$ cat src/common/tinyriscv_consts.svh
// tinyriscv address map constants
`ifndef TINYRISCV_CONSTS_SVH
`define TINYRISCV_CONSTS_SVH

// program memory window
`define TR_ROM_BASE   'h0000
`define TR_ROM_BYTES  8192     // 2048 words of 32 bits

// register block window
`define TR_CTRL_BASE  'h2000
`define TR_CTRL_BYTES 16

// register offsets inside the register block
`define TR_REG_CTRL   'h0      // bit 0 is run
`define TR_REG_BOOT   'h4      // boot address, word aligned
`define TR_REG_PC     'h8      // live fetch pc, read only

`endif
$ cat src/common/tinyriscv_pkg.sv
// tinyriscv shared types
package tinyriscv_pkg;

    // apb byte address
    typedef logic [15:0] paddr_t;

    // bus and instruction word
    typedef logic [31:0] data_t;

    // one strobe per byte lane
    typedef logic [3:0] strb_t;

    // word index into the 2048 word memory
    typedef logic [10:0] word_addr_t;

    // fetch program counter, byte address
    typedef logic [15:0] pc_t;

    // fetch sequencer states
    typedef enum logic {
        FETCH_IDLE = 1'b0,  // waiting for run
        FETCH_RUN  = 1'b1   // streaming one word per cycle
    } fetch_state_t;

endpackage

$ cat src/logic/fetch_seq.sv
// sequential instruction fetch
module fetch_seq
    import tinyriscv_pkg::*;
(
    input  logic  apb_if,       // clock
    input  logic  rst_n,
    input  logic  run,
    input  pc_t   boot_addr,
    input  data_t fetch_data,   // same cycle read of fetch_addr
    output pc_t   fetch_addr,
    output pc_t   fetch_pc,
    output logic  instr_valid,
    output data_t instr,
    output pc_t   instr_pc
);

    localparam int unsigned IDX_HI = $bits(word_addr_t) + 1;  // top bit of the word index

    fetch_state_t state;
    pc_t          pc;    // address presented to the memory

    // next word, wraps inside the memory window
    function automatic pc_t step_pc(input pc_t cur);
        word_addr_t idx;
        idx = cur[IDX_HI:2] + 1'b1;
        return pc_t'({idx, 2'b00});
    endfunction

    assign fetch_addr = pc;
    assign fetch_pc   = pc;

    // control state and pc
    always_ff @(posedge apb_if or negedge rst_n) begin
        if (!rst_n) begin
            state       <= FETCH_IDLE;
            pc          <= '0;
            instr_valid <= 1'b0;
        end else begin
            case (state)
                FETCH_IDLE: begin
                    instr_valid <= 1'b0;
                    if (run) begin
                        pc    <= pc_t'({boot_addr[IDX_HI:2], 2'b00});  // window aligned
                        state <= FETCH_RUN;
                    end
                end
                FETCH_RUN: begin
                    if (run) begin
                        instr_valid <= 1'b1;       // one strobe per cycle
                        pc          <= step_pc(pc);
                    end else begin
                        instr_valid <= 1'b0;
                        state       <= FETCH_IDLE;
                    end
                end
                default: state <= FETCH_IDLE;
            endcase
        end
    end

    // output register, word and its pc
    always_ff @(posedge apb_if) begin
        if (state == FETCH_RUN && run) begin
            instr    <= fetch_data;
            instr_pc <= pc;
        end
    end

    a_instr_aligned: assert property (
        @(posedge apb_if) disable iff (!rst_n)
        instr_valid |-> (instr_pc[1:0] == 2'b00)
    ) else $error("fetch_seq emitted an unaligned pc");

endmodule

$ cat config.mk
export PLATFORM = sky130hd
export DESIGN_NAME = fetch_seq
export DESIGN_NICKNAME = d
export VERILOG_FILES = /design/src/common/tinyriscv_consts.svh /design/src/common/tinyriscv_pkg.sv /design/src/logic/fetch_seq.sv
export SDC_FILE = /design/constraint.sdc
export NUM_CORES = 1
export LEC_CHECK = 0
export BUFFER_PORTS_ARGS = -buffer_cell sky130_fd_sc_hd__buf_4
export CORE_ASPECT_RATIO = 0.8
export CORE_MARGIN = 4
export CORE_UTILIZATION = 40
export CTS_CLUSTER_SIZE = 25
export DETAILED_ROUTE_END_ITERATION = 10
export PLACE_DENSITY = 0.75
export SLEW_MARGIN = 5
export SYNTH_ARGS = -nofsm -noshare
export SYNTH_HDL_FRONTEND = slang
export SYNTH_SLANG_ARGS = --single-unit
$ cat constraint.sdc
create_clock -name apb_if -period 2.5 [get_ports apb_if]
set_input_delay 0.125 -clock apb_if [delete_from_list [all_inputs] [get_ports apb_if]]
set_output_delay 0.125 -clock apb_if [all_outputs]
set_load 0.05 [all_outputs]
==> results.ini <==
[sta]
hold_slack_ns = 0.0326
final.period_utilization_pct = 67.5
slew_viol_final = 0
tns_ns = 0
finalSetupViolCount = 0
hold_viol = 0
layout_min_cycle_time_ns = 1.69
skew_ns = 0.00509
max_freq_mhz = 592
rsz0062_at_grt = false

[detailed_routing]
wl_mm = 5.79
drt-pass1-iter-count = 4
drc = 0
routedWlPerCell_um = 16.6
vias = 1660
drt-initial-drc-count = 53
ant_nets = 0
vias_per_cell = 4.76

[synth]
muxShareOfSynthArea_pct = 0.901
synth-simple-area-share_pct = 8.33
synthXorXnorAreaFrac_pct = 0
synth_area_per_cell_sq_um = 15.0
yosys_warnings = 0
synthAdderAreaFrac_pct = 0.563
synth_compound_area_share_pct = 7.60
seq_area_frac_synth_pct = 72.7
synthesis.area_sq_mm = 0.00222
syn_inst = 148
synth_top_family_by_area = buffers and inverters
synth-seq-cells = 56
yosys.cell_types.count = 26

[grt]
antenna_found_initial = 0
grt_first_pass_wirelength_mm = 8.91
gr-total-overflow = 0
grt_max_degree = 26
first_global_vias = 1666
grtUsageTotal_pct = 17.0

[clock_tree]
cts-htree-levels = 2
clkTransAtPathRegs_ns = 0.10
root_buffer = clkbuf_8
cts_sinks = 56
clock_latency_ns = 0.30
cts_buffers = 5
cts_buffer_depth = 2
cts_tree = built

[layout]
fin_cells = 349
drive_above_1_share_pct = 43.2
diodes = 0
finalNetCount = 338
area_growth_syn_to_layout_pct = 54.2
fillCellCount = 367

[floorplan]
rows = 23
dieArea_sq_mm = 0.00682
start_util_pct = 42.9
core_area_sq_mm = 0.00518
chipHeight_um = 74.7
die_x_um = 91.3
ioPinCount = 132

[setup_path]
critPathMaxFanout = 7
worst_ep_arrival_time_ns = 1.89
cp-start-kind = flop
crit_slowest_cell = dfrtp_1
r2r_cells = 4
cp.depth = 4
crit_family = simple AND/OR/NAND/NOR gates
worstSetupPathType = reg2reg
cp_num_buf_inv = 0
crit_required_ns = 2.70
cp-end-kind = flop
slowest_delay_ns = 0.48
path_cells = ha_1 -> nand3_1 -> or3_1 -> o311ai_1

[run]
cap_violations = 0

[placement]
portBuffers = 111
gp_congestion = 0.707
placed_cells = 308
dp_hpwl_mm = 3.89

[min_path]
hold_path_class = in2reg
holdPathStages = 3

[power]
pwr_density_cell_mw_per_mm2 = 714
p_leak_uw = 0.00147
ir_drop_mv = 0.376

[run_status]
status = complete, no violations

## registers in the layout, indices dropped and copies added, names as in the netlist
signal / flops
instr_valid: 1
fetch_addr: 11
instr_pc: 11
instr: 32
state: 1
## metrics by stage
stage	setup WS (ns)	cell area [sq um]	total power, uW	utilization, %
6_report	0.812	3430	2450	66.2
5_1_grt	0.617	3430	2550	66.2
4_1_cts	0.779	3430	2470	66.2
3_5_place_dp	0.873	3010	1920	58.0
3_3_place_gp	0.931	3010	1910	58.0
2_1_floorplan	0.604	2270	1720	-
## worst register-to-register path, stage by stage (launching register included)
cell	delay [ns]
dfrtp_1	0.48
ha_1	0.30
nand3_1	0.16
or3_1	0.38
o311ai_1	0.26
## per-layer routing
metal	vias up	GRT usage (%)	wire, um
met1	792	21.1	2390
li1	786	-	-
met5	-	0	0
met2	80	30.2	2910
met3	2	6.09	475
met4	0	2.17	13
## path summary, 6_finish.rpt
path	from	end	slack [ns]
hold reg to reg	fetch_addr[12]$_DFFE_PN0P_	instr_pc[12]$_DFFE_PP_	0.59
max in group asynchronous	rst_n	fetch_addr[6]$_DFFE_PN0P_	2.16
setup / recovery	fetch_addr[2]$_DFFE_PN0P_	fetch_addr[12]$_DFFE_PN0P_	0.81
hold / removal	boot_addr[2]	fetch_addr[2]$_DFFE_PN0P_	0.03
min in group asynchronous	rst_n	state$_DFF_PN0_	0.18
setup reg to reg	fetch_addr[2]$_DFFE_PN0P_	fetch_addr[12]$_DFFE_PN0P_	0.81
## cell usage after synthesis
master     number  share of area [%]
nand4_2         1               0.56
mux2i_1         2               0.90
or4_1           4                1.4
ha_1            1               0.56
dfrtp_1        13                 15
nand3_2         1               0.45
a2bb2oi_1       3                1.2
a21boi_0        2               0.68
buf_2           1               0.23
a21oi_1         8                1.8
inv_1           2               0.34
nand2_1         7                1.2
or3_1           2               0.56
o211ai_1        4                1.4
nor2b_1         7                2.0
conb_1          1               0.17
o311ai_1        2               0.79
edfxtp_1       43                 58
nor2_1          1               0.17
nand3_1         8                1.8
nand2b_1        1               0.28
buf_4          26                8.8
o21ai_0         2               0.45
o311ai_0        2               0.79
o22ai_1         2               0.56
clkbuf_1        2               0.34
## repair_timing
action,in CTS,in global routing
gates resized for setup,0,0
hold buffers,33,0
setup buffers,0,0
hold endpoints to repair,45,0
## power by group
part	internal (uW)	switching (uW)	total [uW]
Clock	202	301	502
Sequential	1080	79.9	1160
Combinational	250	533	783
Total	1530	913	2450
## cells in the final DEF, fill, tap and decap left out, drive strengths merged, types with 4 or more instances in the layout
cell and instances:
a21oi 8, nand2 7, clkbuf 5, conb 15, dlygate4sd3 33, edfxtp 43, nor2b 7, dfrtp 13
or4 4, o211ai 4, o311ai 4, buf 113, nand3 9
## kinds of logic (layout without fill, tap and decap cells)
group | Yosys count | after routing
AOI/OAI and AO/OA | 25 | 25
muxes | 2 | 2
buffers and inverters | 31 | 156
other | 1 | 15
adders and majority gates | 1 | 1
and+or+nand+nor | 32 | 32
DFF | 56 | 56
## area by class of cell
| class | count | area, sq um | area share (%) |
|---|---|---|---|
| clock buffer | 5 | 68.8 | 2.01 |
| clock inverter | 3 | 22.5 | 0.657 |
| inverter | 2 | 7.51 | 0.219 |
| multi-input combinational | 75 | 443 | 12.9 |
| sequential | 56 | 1620 | 47.2 |
| tap | 62 | 77.6 | 2.26 |
| timing repair buffer | 146 | 1190 | 34.8 |
Power figures use the tool's default switching activity.
