### config.mk
export PLATFORM = sky130hd
export DESIGN_NAME = boot_ctrl
export DESIGN_NICKNAME = d
export VERILOG_FILES = /design/src/common/tinyriscv_pkg.sv /design/src/logic/boot_ctrl.sv
export VERILOG_INCLUDE_DIRS = /design/src /design/src/common
export SDC_FILE = /design/constraint.sdc
export NUM_CORES = 1
export LEC_CHECK = 0
export BUFFER_PORTS_ARGS = -buffer_cell sky130_fd_sc_hd__buf_2
export CAP_MARGIN = 5
export CORE_ASPECT_RATIO = 1.1
export CORE_MARGIN = 2
export CORE_UTILIZATION = 29
export DETAILED_ROUTE_END_ITERATION = 10
export GPL_ROUTABILITY_DRIVEN = 0
export HOLD_SLACK_MARGIN = 0.02
export PLACE_DENSITY_LB_ADDON = 0.15
export SLEW_MARGIN = 0
export SYNTH_ARGS = -nofsm -noshare
export SYNTH_HDL_FRONTEND = slang
export SYNTH_SLANG_ARGS = --single-unit
export TNS_END_PERCENT = 100
### constraint.sdc
create_clock -name apb_if -period 0.9 [get_ports apb_if]
set_input_delay 0.09 -clock apb_if [delete_from_list [all_inputs] [get_ports apb_if]]
set_output_delay 0.09 -clock apb_if [all_outputs]
set_load 0.01 [all_outputs]
### src/common/tinyriscv_consts.svh
// tinyriscv address map constants
`ifndef TINYRISCV_CONSTS_SVH
`define TINYRISCV_CONSTS_SVH

// program memory window
`define TR_ROM_BASE   'h0000
`define TR_ROM_BYTES  8192     // 2048 words of 32 bits

// register block window
`define TR_CTRL_BASE  'h2000
`define TR_CTRL_BYTES 16

// register offsets inside the register block
`define TR_REG_CTRL   'h0      // bit 0 is run
`define TR_REG_BOOT   'h4      // boot address, word aligned
`define TR_REG_PC     'h8      // live fetch pc, read only

`endif
### src/common/tinyriscv_pkg.sv
// tinyriscv shared types
package tinyriscv_pkg;

    // apb byte address
    typedef logic [15:0] paddr_t;

    // bus and instruction word
    typedef logic [31:0] data_t;

    // one strobe per byte lane
    typedef logic [3:0] strb_t;

    // word index into the 2048 word memory
    typedef logic [10:0] word_addr_t;

    // fetch program counter, byte address
    typedef logic [15:0] pc_t;

    // fetch sequencer states
    typedef enum logic {
        FETCH_IDLE = 1'b0,  // waiting for run
        FETCH_RUN  = 1'b1   // streaming one word per cycle
    } fetch_state_t;

endpackage

### src/logic/boot_ctrl.sv
// boot and run control registers
`include "tinyriscv_consts.svh"

module boot_ctrl
    import tinyriscv_pkg::*;
(
    input  logic   apb_if,     // clock
    input  logic   rst_n,
    input  logic   sel,        // select from the decoder
    input  logic   penable,
    input  logic   pwrite,
    input  paddr_t paddr,
    input  data_t  pwdata,
    input  pc_t    fetch_pc,   // live pc for the status read
    output data_t  rdata,
    output logic   run,
    output pc_t    boot_addr
);

    // offset bits inside the register window
    localparam int unsigned OFS_W = $clog2(`TR_CTRL_BYTES);

    localparam logic [OFS_W-1:0] OFS_CTRL = OFS_W'(`TR_REG_CTRL);
    localparam logic [OFS_W-1:0] OFS_BOOT = OFS_W'(`TR_REG_BOOT);
    localparam logic [OFS_W-1:0] OFS_PC   = OFS_W'(`TR_REG_PC);

    logic [OFS_W-1:0] reg_ofs;
    logic             wr_en;    // write completes this cycle

    assign reg_ofs = paddr[OFS_W-1:0];
    assign wr_en   = sel && penable && pwrite;

    // register updates
    always_ff @(posedge apb_if or negedge rst_n) begin
        if (!rst_n) begin
            run       <= 1'b0;
            boot_addr <= '0;
        end else if (wr_en) begin
            case (reg_ofs)
                OFS_CTRL: begin
                    run <= pwdata[0];
                end
                OFS_BOOT: begin
                    // keep the boot address word aligned
                    boot_addr <= {pwdata[$bits(pc_t)-1:2], 2'b00};
                end
                default: begin
                    // pc is read only, other offsets unused
                end
            endcase
        end
    end

    // combinational read, valid for the whole access cycle
    always_comb begin
        rdata = '0;
        if (sel) begin
            case (reg_ofs)
                OFS_CTRL: rdata = data_t'(run);
                OFS_BOOT: rdata = data_t'(boot_addr);
                OFS_PC:   rdata = data_t'(fetch_pc);   // zero extended
                default:  rdata = '0;
            endcase
        end
    end

endmodule

==> insert_results.sql <==
INSERT INTO impl_metrics (metric_group, metric, value, unit) VALUES
('clock_tree', 'clock_pin_slew_of_the_registers_on_the_worst_case_setup_and_hold_paths', '80', 'ps'),
('die', 'floorplan.rows', '22', ''),
('timing', 'fin_worst_skew', '0', 'ps'),
('placement', 'place.detailed.hpwl', '2.106', 'mm'),
('pwr', 'leakagePower', '0.8521', 'nW'),
('clock_tree', 'clock_latency_late_sink', '270', 'ps'),
('cells_and_area', 'fraction_of_final_layout_cells_sized_beyond_drive_strength_1', '0.5659', ''),
('synth', 'ys.warnings.count', '0', ''),
('drt', 'drt.antenna.violating_nets', '0', ''),
('timing', 'setup_viol', '45', ''),
('drt', 'routed-via-count', '981', ''),
('die', 'floorplan.die_area', '3832', 'um2'),
('timing', 'tns_setup', '-7252', 'ps'),
('global_routing', 'number_of_antenna_violations_at_the_first_check_in_global_routing', '0', ''),
('die', 'initial_utilization', '0.2968', ''),
('worst_setup_path', 'cp_cell_sequence', 'buf_6 > buf_6 > nor4b_4 > buf_4 > a22oi_2 > nor2_1 > buf_2', ''),
('cells_and_area', 'num-nets-final', '252', ''),
('drt', 'drtIter0Drc', '19', ''),
('synth', 'synth_cell_type_count', '21', ''),
('synth', 'mapped_area', '972.2', 'um2'),
('placement', 'pre_cts_ws', '-498.7', 'ps'),
('cells_and_area', 'num_antenna_cells', '0', ''),
('outcome', 'failing_checks', 'negative setup slack', ''),
('worst_setup_path', 'setup.worst_path.end_class', 'output port', ''),
('min_path', 'hold_path.class', 'in2reg', ''),
('global_routing', 'globalRouteOverflowTotal', '0', ''),
('global_routing', 'grtUsageTotal', '0.1498', ''),
('worst_setup_path', 'critical_path.startpoint_type', 'input pin', ''),
('worst_setup_path', 'cp_slowest_stage_delay', '310', 'ps'),
('worst_setup_path', 'critical_path_peak_fanout', '6', ''),
('cells_and_area', 'num-fill-cells', '323', ''),
('timing', 'report.final.hold_viol_count', '0', ''),
('die', 'chipHeight', '64.73', 'um'),
('die', 'number_of_placed_i_o_pins', '118', ''),
('cells_and_area', 'area_growth_from_synthesis_to_layout', '63.58', '%'),
('outcome', 'result_of_the_run', 'finished, violations left', ''),
('global_routing', 'grt_start_max_net_pins', '16', ''),
('die', 'die_w', '59.21', 'um'),
('global_routing', 'global_route_wire_length_before_repair', '4.464', 'mm'),
('drt', 'drt-wirelength-per-cell', '12.55', 'um'),
('pwr', 'pwr_density_cell', '1102', 'nW/um2'),
('worst_setup_path', 'critPathArrivalTime', '1150', 'ps'),
('placement', 'io_buffer_count', '70', ''),
('timing', 'period_share', '1.374', ''),
('worst_setup_path', 'setup.reg_to_reg.worst_slack', '10', 'ps'),
('clock_tree', 'max-clock-path-buffers', '2', ''),
('worst_setup_path', 'crit_slowest_cell', 'nor4b_4', ''),
('drt', 'residual_drc', '0', ''),
('drt', 'routed_wl', '2.735', 'mm'),
('synth', 'ys_seq_area_frac', '0.3861', ''),
('timing', 'grt_setup_unrepaired', 'yes', ''),
('synth', 'syn_area_cell', '10.34', 'um2'),
('cells_and_area', 'post-route-util', '0.4855', ''),
('timing', 'clock.fmax', '808.9', 'MHz'),
('timing', 'slew_viol_final', '0', ''),
('worst_setup_path', 'path_common_cell', 'buf_6', ''),
('global_routing', 'vias_in_the_first_global_route', '965', ''),
('drt', 'via_to_cell_ratio', '4.500', ''),
('clock_tree', 'clkSinkCount', '15', ''),
('clock_tree', 'clockRootBuffer', 'clkbuf_4', ''),
('clock_tree', 'number_of_buffers_inserted_during_clock_tree_synthesis', '3', ''),
('worst_setup_path', 'cp.required', '810', 'ps'),
('pwr', 'peakVddDrop', '0.7495', 'mV'),
('die', 'coreArea', '3276', 'um2'),
('synth', 'synth-seq-cells', '15', ''),
('drt', 'firstDrtPassIters', '4', ''),
('worst_setup_path', 'criticalPathCategory', 'in2out', ''),
('flow_run', 'cap_viol_max_count', '0', ''),
('timing', 'setup_ws', '-336.2', 'ps'),
('clock_tree', 'cts_max_level', '1', ''),
('synth', 'synthesized_instance_count', '94', ''),
('clock_tree', 'tritoncts_clock_tree', 'built', ''),
('timing', 'period_needed', '1236', 'ps');
## cell usage in the layout (no fill, tap or decap), types with 2 or more instances in the layout
master and n:
a22oi_2 2, a22oi_1 12, buf_4 8, mux2_2 2
mux2_1 8, dlygate4sd3_1 4, dfrtp_1 15, nor2_1 15
clkbuf_4 3, conb_1 18, nand2_1 2, buf_6 13
nor4b_4 2, buf_2 64, mux2_4 5
## registers in the layout, indices dropped and copies added, names as in the netlist
name / cells
boot_addr: 14
run: 1
## layout make-up
cell class	count	area [um2]	share of cell area
Timing Repair Buffer	90	586.8	0.3690
Multi-Input combinational cell	73	556.8	0.3501
Sequential cell	15	375.4	0.2360
Tap cell	36	45.04	0.02832
Clock buffer	4	26.28	0.01652
## cells by family (layout without fill, tap and decap cells)
| kind of cell | after synthesis | count (layout) | synth area share |
|---|---|---|---|
| compound gates | 15 | 15 | 0.1158 |
| other cells | 1 | 18 | 0.003857 |
| simple gates | 24 | 24 | 0.1390 |
| flops | 15 | 15 | 0.3861 |
| mux | 16 | 16 | 0.1840 |
| buf+inv | 23 | 94 | 0.1712 |
## critical path, delay by kind of cell
kind | cells | cell delay, ps
buffers and inverters | 4 | 550
and+or+nand+nor | 2 | 420
AOI/OAI and AO/OA | 1 | 80
## where the power goes
part	internal, mW	total (mW)	switching (mW)	leakage (nW)
registers	0.763	0.834	0.0711	0.199
clock network	0.171	0.366	0.195	0.0150
logic	0.307	0.552	0.245	0.638
## cells in the mapped netlist, drive strengths merged
cell / count / area, um2
and4: 1 / 8.760
nand4: 1 / 6.260
and3: 1 / 6.260
a22oi: 14 / 105.1
dfrtp: 15 / 375.4
nor2: 15 / 56.30
clkbuf: 1 / 3.750
nor3: 1 / 5.000
nand2: 2 / 7.510
conb: 1 / 3.750
nor4b: 2 / 38.78
nor4: 1 / 6.260
a211oi: 1 / 7.510
mux2i: 1 / 10.01
buf: 22 / 162.6
mux2: 15 / 168.9
## through the flow
step / power [mW] / instance area (um2) / std cells / hold WS (ps)
4_1_cts: 1.747 / 1543 / 216 / 20.72
5_1_grt: 1.873 / 1590 / 218 / 20.45
3_5_place_dp: 1.297 / 1381 / 205 / 10.36
2_1_floorplan: 1.092 / 1067 / 111 / -205.6
6_report: 1.753 / 1590 / 218 / 30.39
3_3_place_gp: 1.288 / 1381 / 205 / 13.07
## per-layer routing
metal	wire length [um]	global-route usage	vias up
met3	251	0.02994	2
met1	1060	0.1911	452
met4	19	0.04261	0
met2	1405	0.2514	51
met5	0	0	-
li1	-	-	476
## repair_timing
action	CTS	global route
gates resized for setup	17	6
hold buffers	4	0
endpoints found under the hold margin	18	0
endpoints found under the setup margin	45	46
setup buffers	3	2
pin swaps	5	3
## final timing paths
check / cells past startpoint / to / startpoint
worst max-delay path: 7 / rdata[5] / paddr[2]
worst min register to register: 1 / boot_addr[3] / boot_addr[3]
min in group asynchronous: 2 / boot_addr[3] / rst_n
worst max register to register: 2 / boot_addr[7] / boot_addr[7]
worst min-delay path: 2 / boot_addr[3] / pwdata[3]
max in group asynchronous: 2 / boot_addr[7] / rst_n
(Power assumes the default switching activity.)
