## config.mk

```make
export PLATFORM = sky130hd
export DESIGN_NAME = apb_decoder
export DESIGN_NICKNAME = d
export VERILOG_FILES = /design/src/common/tinyriscv_pkg.sv /design/src/logic/apb_decoder.sv
export VERILOG_INCLUDE_DIRS = /design/src /design/src/common
export SDC_FILE = /design/constraint.sdc
export NUM_CORES = 1
export LEC_CHECK = 0
export ABC_AREA = 1
export BUFFER_PORTS_ARGS = -buffer_cell sky130_fd_sc_hd__buf_2
export CAP_MARGIN = 10
export CORE_MARGIN = 10
export CORE_UTILIZATION = 28
export DETAILED_ROUTE_END_ITERATION = 8
export PLACE_DENSITY = 0.84
export SYNTH_ARGS = -nofsm -noshare
export SYNTH_HDL_FRONTEND = slang
export SYNTH_SLANG_ARGS = --single-unit
```

## constraint.sdc

```tcl
create_clock -name vclk -period 1.3
set_input_delay 0.195 -clock vclk [all_inputs]
set_output_delay 0.195 -clock vclk [all_outputs]
set_load 0.02 [all_outputs]
```

## src/common/tinyriscv_consts.svh

```systemverilog
// tinyriscv address map constants
`ifndef TINYRISCV_CONSTS_SVH
`define TINYRISCV_CONSTS_SVH

// program memory window
`define TR_ROM_BASE   'h0000
`define TR_ROM_BYTES  8192     // 2048 words of 32 bits

// register block window
`define TR_CTRL_BASE  'h2000
`define TR_CTRL_BYTES 16

// register offsets inside the register block
`define TR_REG_CTRL   'h0      // bit 0 is run
`define TR_REG_BOOT   'h4      // boot address, word aligned
`define TR_REG_PC     'h8      // live fetch pc, read only

`endif
```

## src/common/tinyriscv_pkg.sv

```systemverilog
// tinyriscv shared types
package tinyriscv_pkg;

    // apb byte address
    typedef logic [15:0] paddr_t;

    // bus and instruction word
    typedef logic [31:0] data_t;

    // one strobe per byte lane
    typedef logic [3:0] strb_t;

    // word index into the 2048 word memory
    typedef logic [10:0] word_addr_t;

    // fetch program counter, byte address
    typedef logic [15:0] pc_t;

    // fetch sequencer states
    typedef enum logic {
        FETCH_IDLE = 1'b0,  // waiting for run
        FETCH_RUN  = 1'b1   // streaming one word per cycle
    } fetch_state_t;

endpackage

```

## src/logic/apb_decoder.sv

```systemverilog
// APB address decoder
`include "tinyriscv_consts.svh"

module apb_decoder
    import tinyriscv_pkg::*;
(
    input  logic   psel,
    input  paddr_t paddr,
    input  logic   penable,
    input  data_t  rom_rdata,
    input  data_t  ctrl_rdata,
    output logic   rom_sel,
    output logic   ctrl_sel,
    output data_t  prdata,
    output logic   pready,
    output logic   pslverr
);

    // window bounds, upper bound exclusive
    localparam int unsigned ROM_LO  = `TR_ROM_BASE;
    localparam int unsigned ROM_HI  = `TR_ROM_BASE + `TR_ROM_BYTES;
    localparam int unsigned CTRL_LO = `TR_CTRL_BASE;
    localparam int unsigned CTRL_HI = `TR_CTRL_BASE + `TR_CTRL_BYTES;

    logic [31:0] addr_ext;  // widened for the compares
    logic        rom_hit;
    logic        ctrl_hit;
    logic        miss;      // no window matches

    assign addr_ext = 32'(paddr);

    assign rom_hit  = (addr_ext >= ROM_LO) && (addr_ext < ROM_HI);
    assign ctrl_hit = (addr_ext >= CTRL_LO) && (addr_ext < CTRL_HI);
    assign miss     = !rom_hit && !ctrl_hit;

    // select fan-out, follows psel
    assign rom_sel  = psel && rom_hit;
    assign ctrl_sel = psel && ctrl_hit;

    // read data back from whichever slave is selected
    always_comb begin
        if (rom_sel) begin
            prdata = rom_rdata;
        end else if (ctrl_sel) begin
            prdata = ctrl_rdata;
        end else begin
            prdata = '0;   // unmapped or idle
        end
    end

    assign pready  = 1'b1;                     // every slave is zero wait
    assign pslverr = psel && penable && miss;  // error only in the access cycle

    // windows must not overlap
    always_comb begin
        a_one_hot_sel: assert #0 (!(rom_sel && ctrl_sel))
            else $error("apb_decoder selected both slaves");
    end

endmodule

```

==> results.toml, run 1 <==
[power]
ir_drop_mv = 0.166
power.total_mw = 0.281
p_leak_nw = 0.886
power.density_nw_per_um2 = 192

[final_layout]
seq_cells = 0
nClkBuffers = 0
seq_area_um2 = 0
diodes = 0
fill_cells = 217
final_layout_size_suffix_gt1_share_pct = 59.0
areaGrowthSynthToFinish_pct = 119
num-nets-final = 323

[critical_path]
path_cells = "buf_8 -> nor2_4 -> nand2_2 -> nor2_4 -> buf_6 -> nand4_1 -> nand2_1 -> buf_4"
crit_start = "paddr[14]"
crit_path_end_kind = "output port"
startpoint_type = "primary input"
cp_max_fo = 16
critical_path_class = "in2out"
required_ps = 1110
cp_slowest_cell = "buf_6"
crit_path_max_incr_delay_ps = 180
cpMostUsedCell = "nor2_4"
worstPathArrival_ps = 1160

[grt]
gr-total-overflow = 0
grt_max_degree = 19
grt_util_all_layers_pct = 14.8
grt_pass1_vias = 1319
grt_antenna_before_repair = 0
grt_pass1_wl_um = 5790

[floorplanning]
die_w_um = 68.9
dieArea_um2 = 4750
die_h_um = 68.9
start_util_pct = 29.7
io_pins = 118
num_rows = 17
core-area_um2 = 2250

[detailed_routing]
vias = 1277
wl_per_cell_um = 15.3
drc_errors = 0
firstDrtPassIters = 4
drt_iter0_drc = 66
ant_nets = 0
viasPerCell = 4.78
wirelength_um = 4080

[flow_run]
drv_cap = 0

[timing]
worst_slack_ps = -54.0
setup_violations = 28
fmax_mhz = 739
rsz0062_at_grt = "true"
period_needed_ps = 1350
fin_crit_sh_pct = 104
fin_tns_setup_ps = -692
slew_violations = 0
timing.final.hold_violations = 0

[logic_synthesis]
syn_avg_cell_area_um2 = 5.19
syn_inst = 129
syn_area_um2 = 669
yosys_warnings = 0
seq_area_frac_synth_pct = 0
synth_cell_types = 16
synth_fp_nets = 211

[min_path]
hold_class = "in2out"
hold_start = "rom_rdata[17]"
hold_depth = 4
min_to = "prdata[17]"

[outcome]
outcome = "finished, violations left"
violations = "negative setup slack"

[placement]
finalWeightedCongestion = 0.754
numPortBuffers = 113
dp_hpwl_um = 3060
place_ws_ps = -118

[cts]
ctsHoldBuffers = 0
==> power by group <==
group	internal, mW	switching (mW)	leakage, nW
sequential	0	0	0
clock	0	0	0
combinational	0.148	0.134	0.886
==> worst max-delay path by stage <==
| stage | to | cells past startpoint | slack, ps |
|---|---|---|---|
| global placement | prdata[17] | 8 | -90 |
| global route | prdata[12] | 8 | -140 |
| detailed placement | prdata[20] | 8 | -120 |
| floorplan | prdata[22] | 4 | 60 |
| finish | prdata[2] | 8 | -50 |
| CTS | prdata[30] | 10 | -30 |
==> stage by stage <==
stage	util, %	hold WS [ps]	cells	cell area (µm²)
finish	65.1	681	267	1470
global route	65.1	705	267	1470
CTS	65.0	684	268	1470
detailed placement	55.7	707	265	1260
global placement	55.7	705	265	1260
floorplan	-	521	129	672
==> layout make-up <==
class / instances / area [µm²] / share of cell area [%]
inverters: 2 / 10.0 / 0.682
repair buffers: 124 / 850 / 57.9
multi-input cells: 113 / 573 / 39.0
well taps: 28 / 35.0 / 2.39
==> synthesized netlist by cell type <==
library cell | number | area (µm²)
a21oi_1 | 1 | 5.00
a21oi_2 | 1 | 8.76
and2_1 | 1 | 6.26
buf_2 | 6 | 30.0
buf_4 | 1 | 7.51
buf_6 | 6 | 67.6
clkbuf_1 | 1 | 3.75
conb_1 | 1 | 3.75
inv_2 | 2 | 7.51
nand2_1 | 63 | 236
nand2_2 | 5 | 31.3
nand4_1 | 32 | 200
nor2_1 | 6 | 22.5
nor2_2 | 1 | 6.26
nor2_4 | 1 | 11.3
nor4_4 | 1 | 21.3
==> routing by layer <==
metal	wire length (µm)	vias to the layer above	share of wire [%]	GRT usage, %
li1	-	660	-	-
met1	1390	544	34	15.4
met2	2090	71	51	28.7
met3	575	2	14	5.64
met4	28	0	0.69	0.739
met5	0	-	0	0
==> kinds of logic (layout without fill, tap and decap cells) <==
| kind of cell | count (synthesis) | in the layout | synth area share (%) |
|---|---|---|---|
| compound gates | 2 | 2 | 2.06 |
| buf+inv | 16 | 126 | 17.4 |
| other cells | 1 | 1 | 0.560 |
| simple gates | 110 | 110 | 80.0 |
==> what timing repair did <==
action | in CTS | in global routing
resized for setup | 61 | 13
buffers inserted | 3 | 0
cloned | 1 | 1
pin swaps | 3 | 5
endpoints found under the setup margin | 34 | 35
==> critical path, delay by kind of cell <==
family / cells / cell delay, ps
buffers and inverters: 3 / 410
AND/OR/NAND/NOR: 5 / 540
==> placed cells by master, fill, tap and decap left out <==
cell type  instances
a21oi_1            1
a21oi_2            1
and2_1             1
buf_2             76
buf_4             21
buf_6             25
buf_8              2
conb_1             1
inv_2              1
inv_4              1
nand2_1           60
nand2_2            8
nand4_1           32
nor2_1             3
nor2_2             3
nor2_4             2
nor4_4             1
No activity file was read; power rests on OpenSTA's default activity.
==> inputs of run 2 (changes only) <==
ABC_AREA = unset   (was 1)
CORE_UTILIZATION = 29   (was 28)
PLACE_DENSITY = 0.83   (was 0.84)
==> results.toml, run 2 <==
[critical_path]
crit_path_end_kind = "output port"
critical_path_class = "in2out"
path_cells = "buf_8 -> nor4_4 -> nand4b_1 -> buf_6 -> buf_12 -> o21ai_2 -> buf_6"
required_ps = 1110
startpoint_type = "primary input"
cp_max_fo = 10
cpMostUsedCell = "buf_6"
worst-path-buf-inv = 4
crit_path_max_incr_delay_ps = 290
cp_slowest_cell = "nor4_4"
crit_family = "buffers and inverters"
worstPathArrival_ps = 1360

[detailed_routing]
wirelength_um = 5310
drc_errors = 0
viasPerCell = 5.57
firstDrtPassIters = 4
drt_iter0_drc = 107
vias = 1482
wl_per_cell_um = 20.0
ant_nets = 0

[grt]
gr-total-overflow = 0
grt_antenna_before_repair = 0
grt_util_all_layers_pct = 17.7
grt_pass1_vias = 1508
grt_pass1_wl_um = 7420
grt_max_degree = 40

[final_layout]
nClkBuffers = 0
utilization_pct = 86.0
seq_cells = 0
mostFrequentLayoutCell = "buf_2"
final_layout_size_suffix_gt1_share_pct = 71.0
areaGrowthSynthToFinish_pct = 176
num-nets-final = 322
seq_area_um2 = 0
layout_common_cells = "76 x buf_2, 38 x buf_6, 32 x nand3b_1"
design_area_um2 = 1960
diodes = 0

[floorplanning]
start_util_pct = 31.2
num_rows = 17
dieArea_um2 = 4820
die_w_um = 69.5
core-area_um2 = 2280
io_pins = 118
die_h_um = 69.5

[timing]
timing.final.hold_violations = 0
fin_crit_sh_pct = 120
slew_violations = 0
period_needed_ps = 1560
worst_slack_ps = -258
rsz0062_at_grt = "true"
fmax_mhz = 642
setup_violations = 34

[logic_synthesis]
synth-simple-area-share_pct = 63.7
synth_xor_area_share_pct = 0
synth_cell_types = 15
synth_top_family_by_area = "simple AND/OR/NAND/NOR gates"
synth.top_cell.area_share_pct = 33.9
seq_area_frac_synth_pct = 0
syn_inst = 126
synth_fp_nets = 208
synthTopCellsByCount = "32 x nand3_1, 32 x nand3b_1, 31 x o21ai_1"
synth-compound-area-share_pct = 24.0
synth.area.top_cells = "nand3b_1 34%, nand3_1 23%, o21ai_1 22%"
synth_mux_area_share_pct = 0
syn_avg_cell_area_um2 = 5.63
syn_area_um2 = 709
synth.largest_area_cell = "nand3b_1"
yosys.area_share.adder_pct = 0
yosys_warnings = 0

[outcome]
violations = "negative setup slack"
outcome = "finished, violations left"

[placement]
dpl_cell_area_um2 = 1410
place_ws_ps = -315
numPortBuffers = 113
finalWeightedCongestion = 0.768
dp_hpwl_um = 3220

[power]
ir_drop_mv = 0.197
p_leak_nw = 0.830
power.density_nw_per_um2 = 188

[min_path]
hold_class = "in2out"

[flow_run]
drv_cap = 0
-- run 2: layer usage --
| layer | GRT usage (%) | part of all wire [%] |
|---|---|---|
| met3 | 6.28 | 9.2 |
| met2 | 33.5 | 53 |
| met4 | 1.55 | 2.1 |
| met5 | 0 | 0 |
| met1 | 18.6 | 36 |
-- run 2: tightest hold or removal path: stages --
cell and delay, ps:
buf_2 70, nand3b_1 80, o21ai_2 70, buf_6 110
-- run 2: report_power, final --
| part | total (mW) | switching [mW] | internal, mW |
|---|---|---|---|
| clock | 0 | 0 | 0 |
| combinational | 0.368 | 0.175 | 0.193 |
| sequential | 0 | 0 | 0 |
-- run 2: layout make-up --
type / instances / area (µm²)
fill: 148 / 319
timing repair buffer: 130 / 1010
tap: 28 / 35.0
multi-input combinational: 108 / 916
-- run 2: logic make-up (layout without fill, tap and decap cells) --
group / Yosys count / in the layout
AND/OR/NAND/NOR: 74 / 74
AO/OA/AOI/OAI: 33 / 33
other: 1 / 1
buffers and inverters: 18 / 130
-- run 2: worst paths after layout --
| path | start | end | slack (ps) | cells after the start |
|---|---|---|---|---|
| min | rom_rdata[18] | prdata[18] | 720 | 4 |
| max | paddr[5] | prdata[13] | -260 | 7 |
-- run 2: metrics by stage --
stage	hold slack (ps)	power, mW	cells	setup TNS (ps)
after floorplan	528	0.130	126	-2760
after global placement	746	0.276	258	-8620
after detailed placement	753	0.280	258	-9130
after CTS	724	0.329	264	-5210
after global routing	741	0.392	266	-9250
final	722	0.368	266	-7290
-- run 2: what timing repair did --
item,4_1_cts,5_1_grt
resized for setup,85,31
endpoints found under the setup margin,34,34
pin swaps,16,8
gates cloned,3,2
hold buffers,0,0
setup buffers,3,0
==> inputs of run 3 (changes only) <==
CELL_PAD_IN_SITES_DETAIL_PLACEMENT = 1   (was unset)
CELL_PAD_IN_SITES_GLOBAL_PLACEMENT = 1   (was unset)
CORE_UTILIZATION = 16   (was 29)
PLACE_DENSITY = 0.85   (was 0.83)
==> results.toml, run 3 (synthesized netlist as in run 2, its figures left out) <==
[timing]
period_needed_ps = 1560
fin_crit_sh_pct = 120
rsz0062_at_grt = "true"
worst_slack_ps = -263
fmax_mhz = 640
holdWs_ps = 721
slew_violations = 0
timing.final.hold_violations = 0
setup_violations = 34

[floorplanning]
start_util_pct = 16.4
num_rows = 24
dieArea_um2 = 7500
die_w_um = 86.6
die_h_um = 86.6
io_pins = 118
core-area_um2 = 4320

[critical_path]
critical_path_class = "in2out"
required_ps = 1110
startpoint_type = "primary input"
crit_path_end_kind = "output port"
cp_max_fo = 8
worstPathArrival_ps = 1370

[final_layout]
nClkBuffers = 0
diodes = 0
multi_input_area_um2 = 1010
layout_common_cells = "75 x buf_2, 40 x buf_6, 32 x nand3b_1"
seq_cells = 0
final_layout_size_suffix_gt1_share_pct = 74.6
fill_cells = 505
areaGrowthSynthToFinish_pct = 200
final_cells = 288
num-nets-final = 320
mostFrequentLayoutCell = "buf_2"
seq_area_um2 = 0

[power]
p_leak_nw = 0.855
power.total_mw = 0.387
ir_drop_mv = 0.143
power.density_nw_per_um2 = 182

[detailed_routing]
wirelength_um = 5600
drc_errors = 0
viasPerCell = 4.92
ant_nets = 0
drt_iter0_drc = 31
vias = 1418
firstDrtPassIters = 4
wl_per_cell_um = 19.4

[outcome]
violations = "negative setup slack"
outcome = "finished, violations left"

[grt]
grt_pass1_vias = 1539
grt_util_all_layers_pct = 12.3
grt_antenna_before_repair = 0
grt_pass1_wl_um = 7870
grt_max_degree = 35
gr-total-overflow = 0

[placement]
dp_hpwl_um = 3840
place_ws_ps = -330
finalWeightedCongestion = 0.650
placed_cells = 280
numPortBuffers = 113

[min_path]
min_to = "prdata[9]"
hold_start = "rom_rdata[9]"
hold_class = "in2out"
hold_depth = 4

[flow_run]
drv_cap = 0
run 3: cell types whose count changed in the layout (fill, tap and decap cells not counted), sizes merged:
cell / previous run / this run
buf: 129 / 125
clkbuf: 1 / 3
run 3: cell type report:
| type | instances | area share (%) |
|---|---|---|
| Tap cell | 52 | 3.05 |
| Multi-Input combinational cell | 108 | 47.5 |
| Timing Repair Buffer | 128 | 49.4 |
run 3: worst max path at each step:
stage / slack (ps) / start / endpoint
final: -260 / paddr[14] / prdata[23]
after global routing: -310 / paddr[14] / prdata[23]
after CTS: -200 / paddr[6] / prdata[3]
after detailed placement: -330 / paddr[5] / prdata[31]
after global placement: -250 / paddr[11] / prdata[17]
after floorplan: -90 / paddr[5] / prdata[10]
run 3: through the flow:
step / cell area [µm²] / setup TNS, ps / utilization [%]
2_1_floorplan: 821 / -2760 / -
3_3_place_gp: 1430 / -7900 / 33.0
3_5_place_dp: 1430 / -10060 / 33.0
4_1_cts: 1780 / -6110 / 41.2
5_1_grt: 2130 / -8860 / 49.3
6_report: 2130 / -6530 / 49.3
run 3: metal layers:
layer,part of all wire (%),global-route usage [%]
met1,36,13.9
met2,55,23.0
met3,8.3,4.22
met4,0,0
met5,0,0
run 3: what timing repair did:
| item | in CTS | in global routing |
|---|---|---|
| gates resized for setup | 81 | 48 |
| cloned | 3 | 3 |
| buffers inserted | 3 | 0 |
| hold buffers | 0 | 0 |
| pin swaps | 9 | 27 |
| setup endpoints to repair | 34 | 34 |
run 3: where the power goes:
part / internal (mW) / switching, mW
combinational: 0.201 / 0.186
clock: 0 / 0
sequential: 0 / 0
total: 0.201 / 0.186
run 3: critical path, stage by stage:
cell and delay (ps):
buf_4 120, nor3b_4 250, buf_6 180, clkbuf_16 170, nand3_1 110, o21ai_2 200, buf_6 140
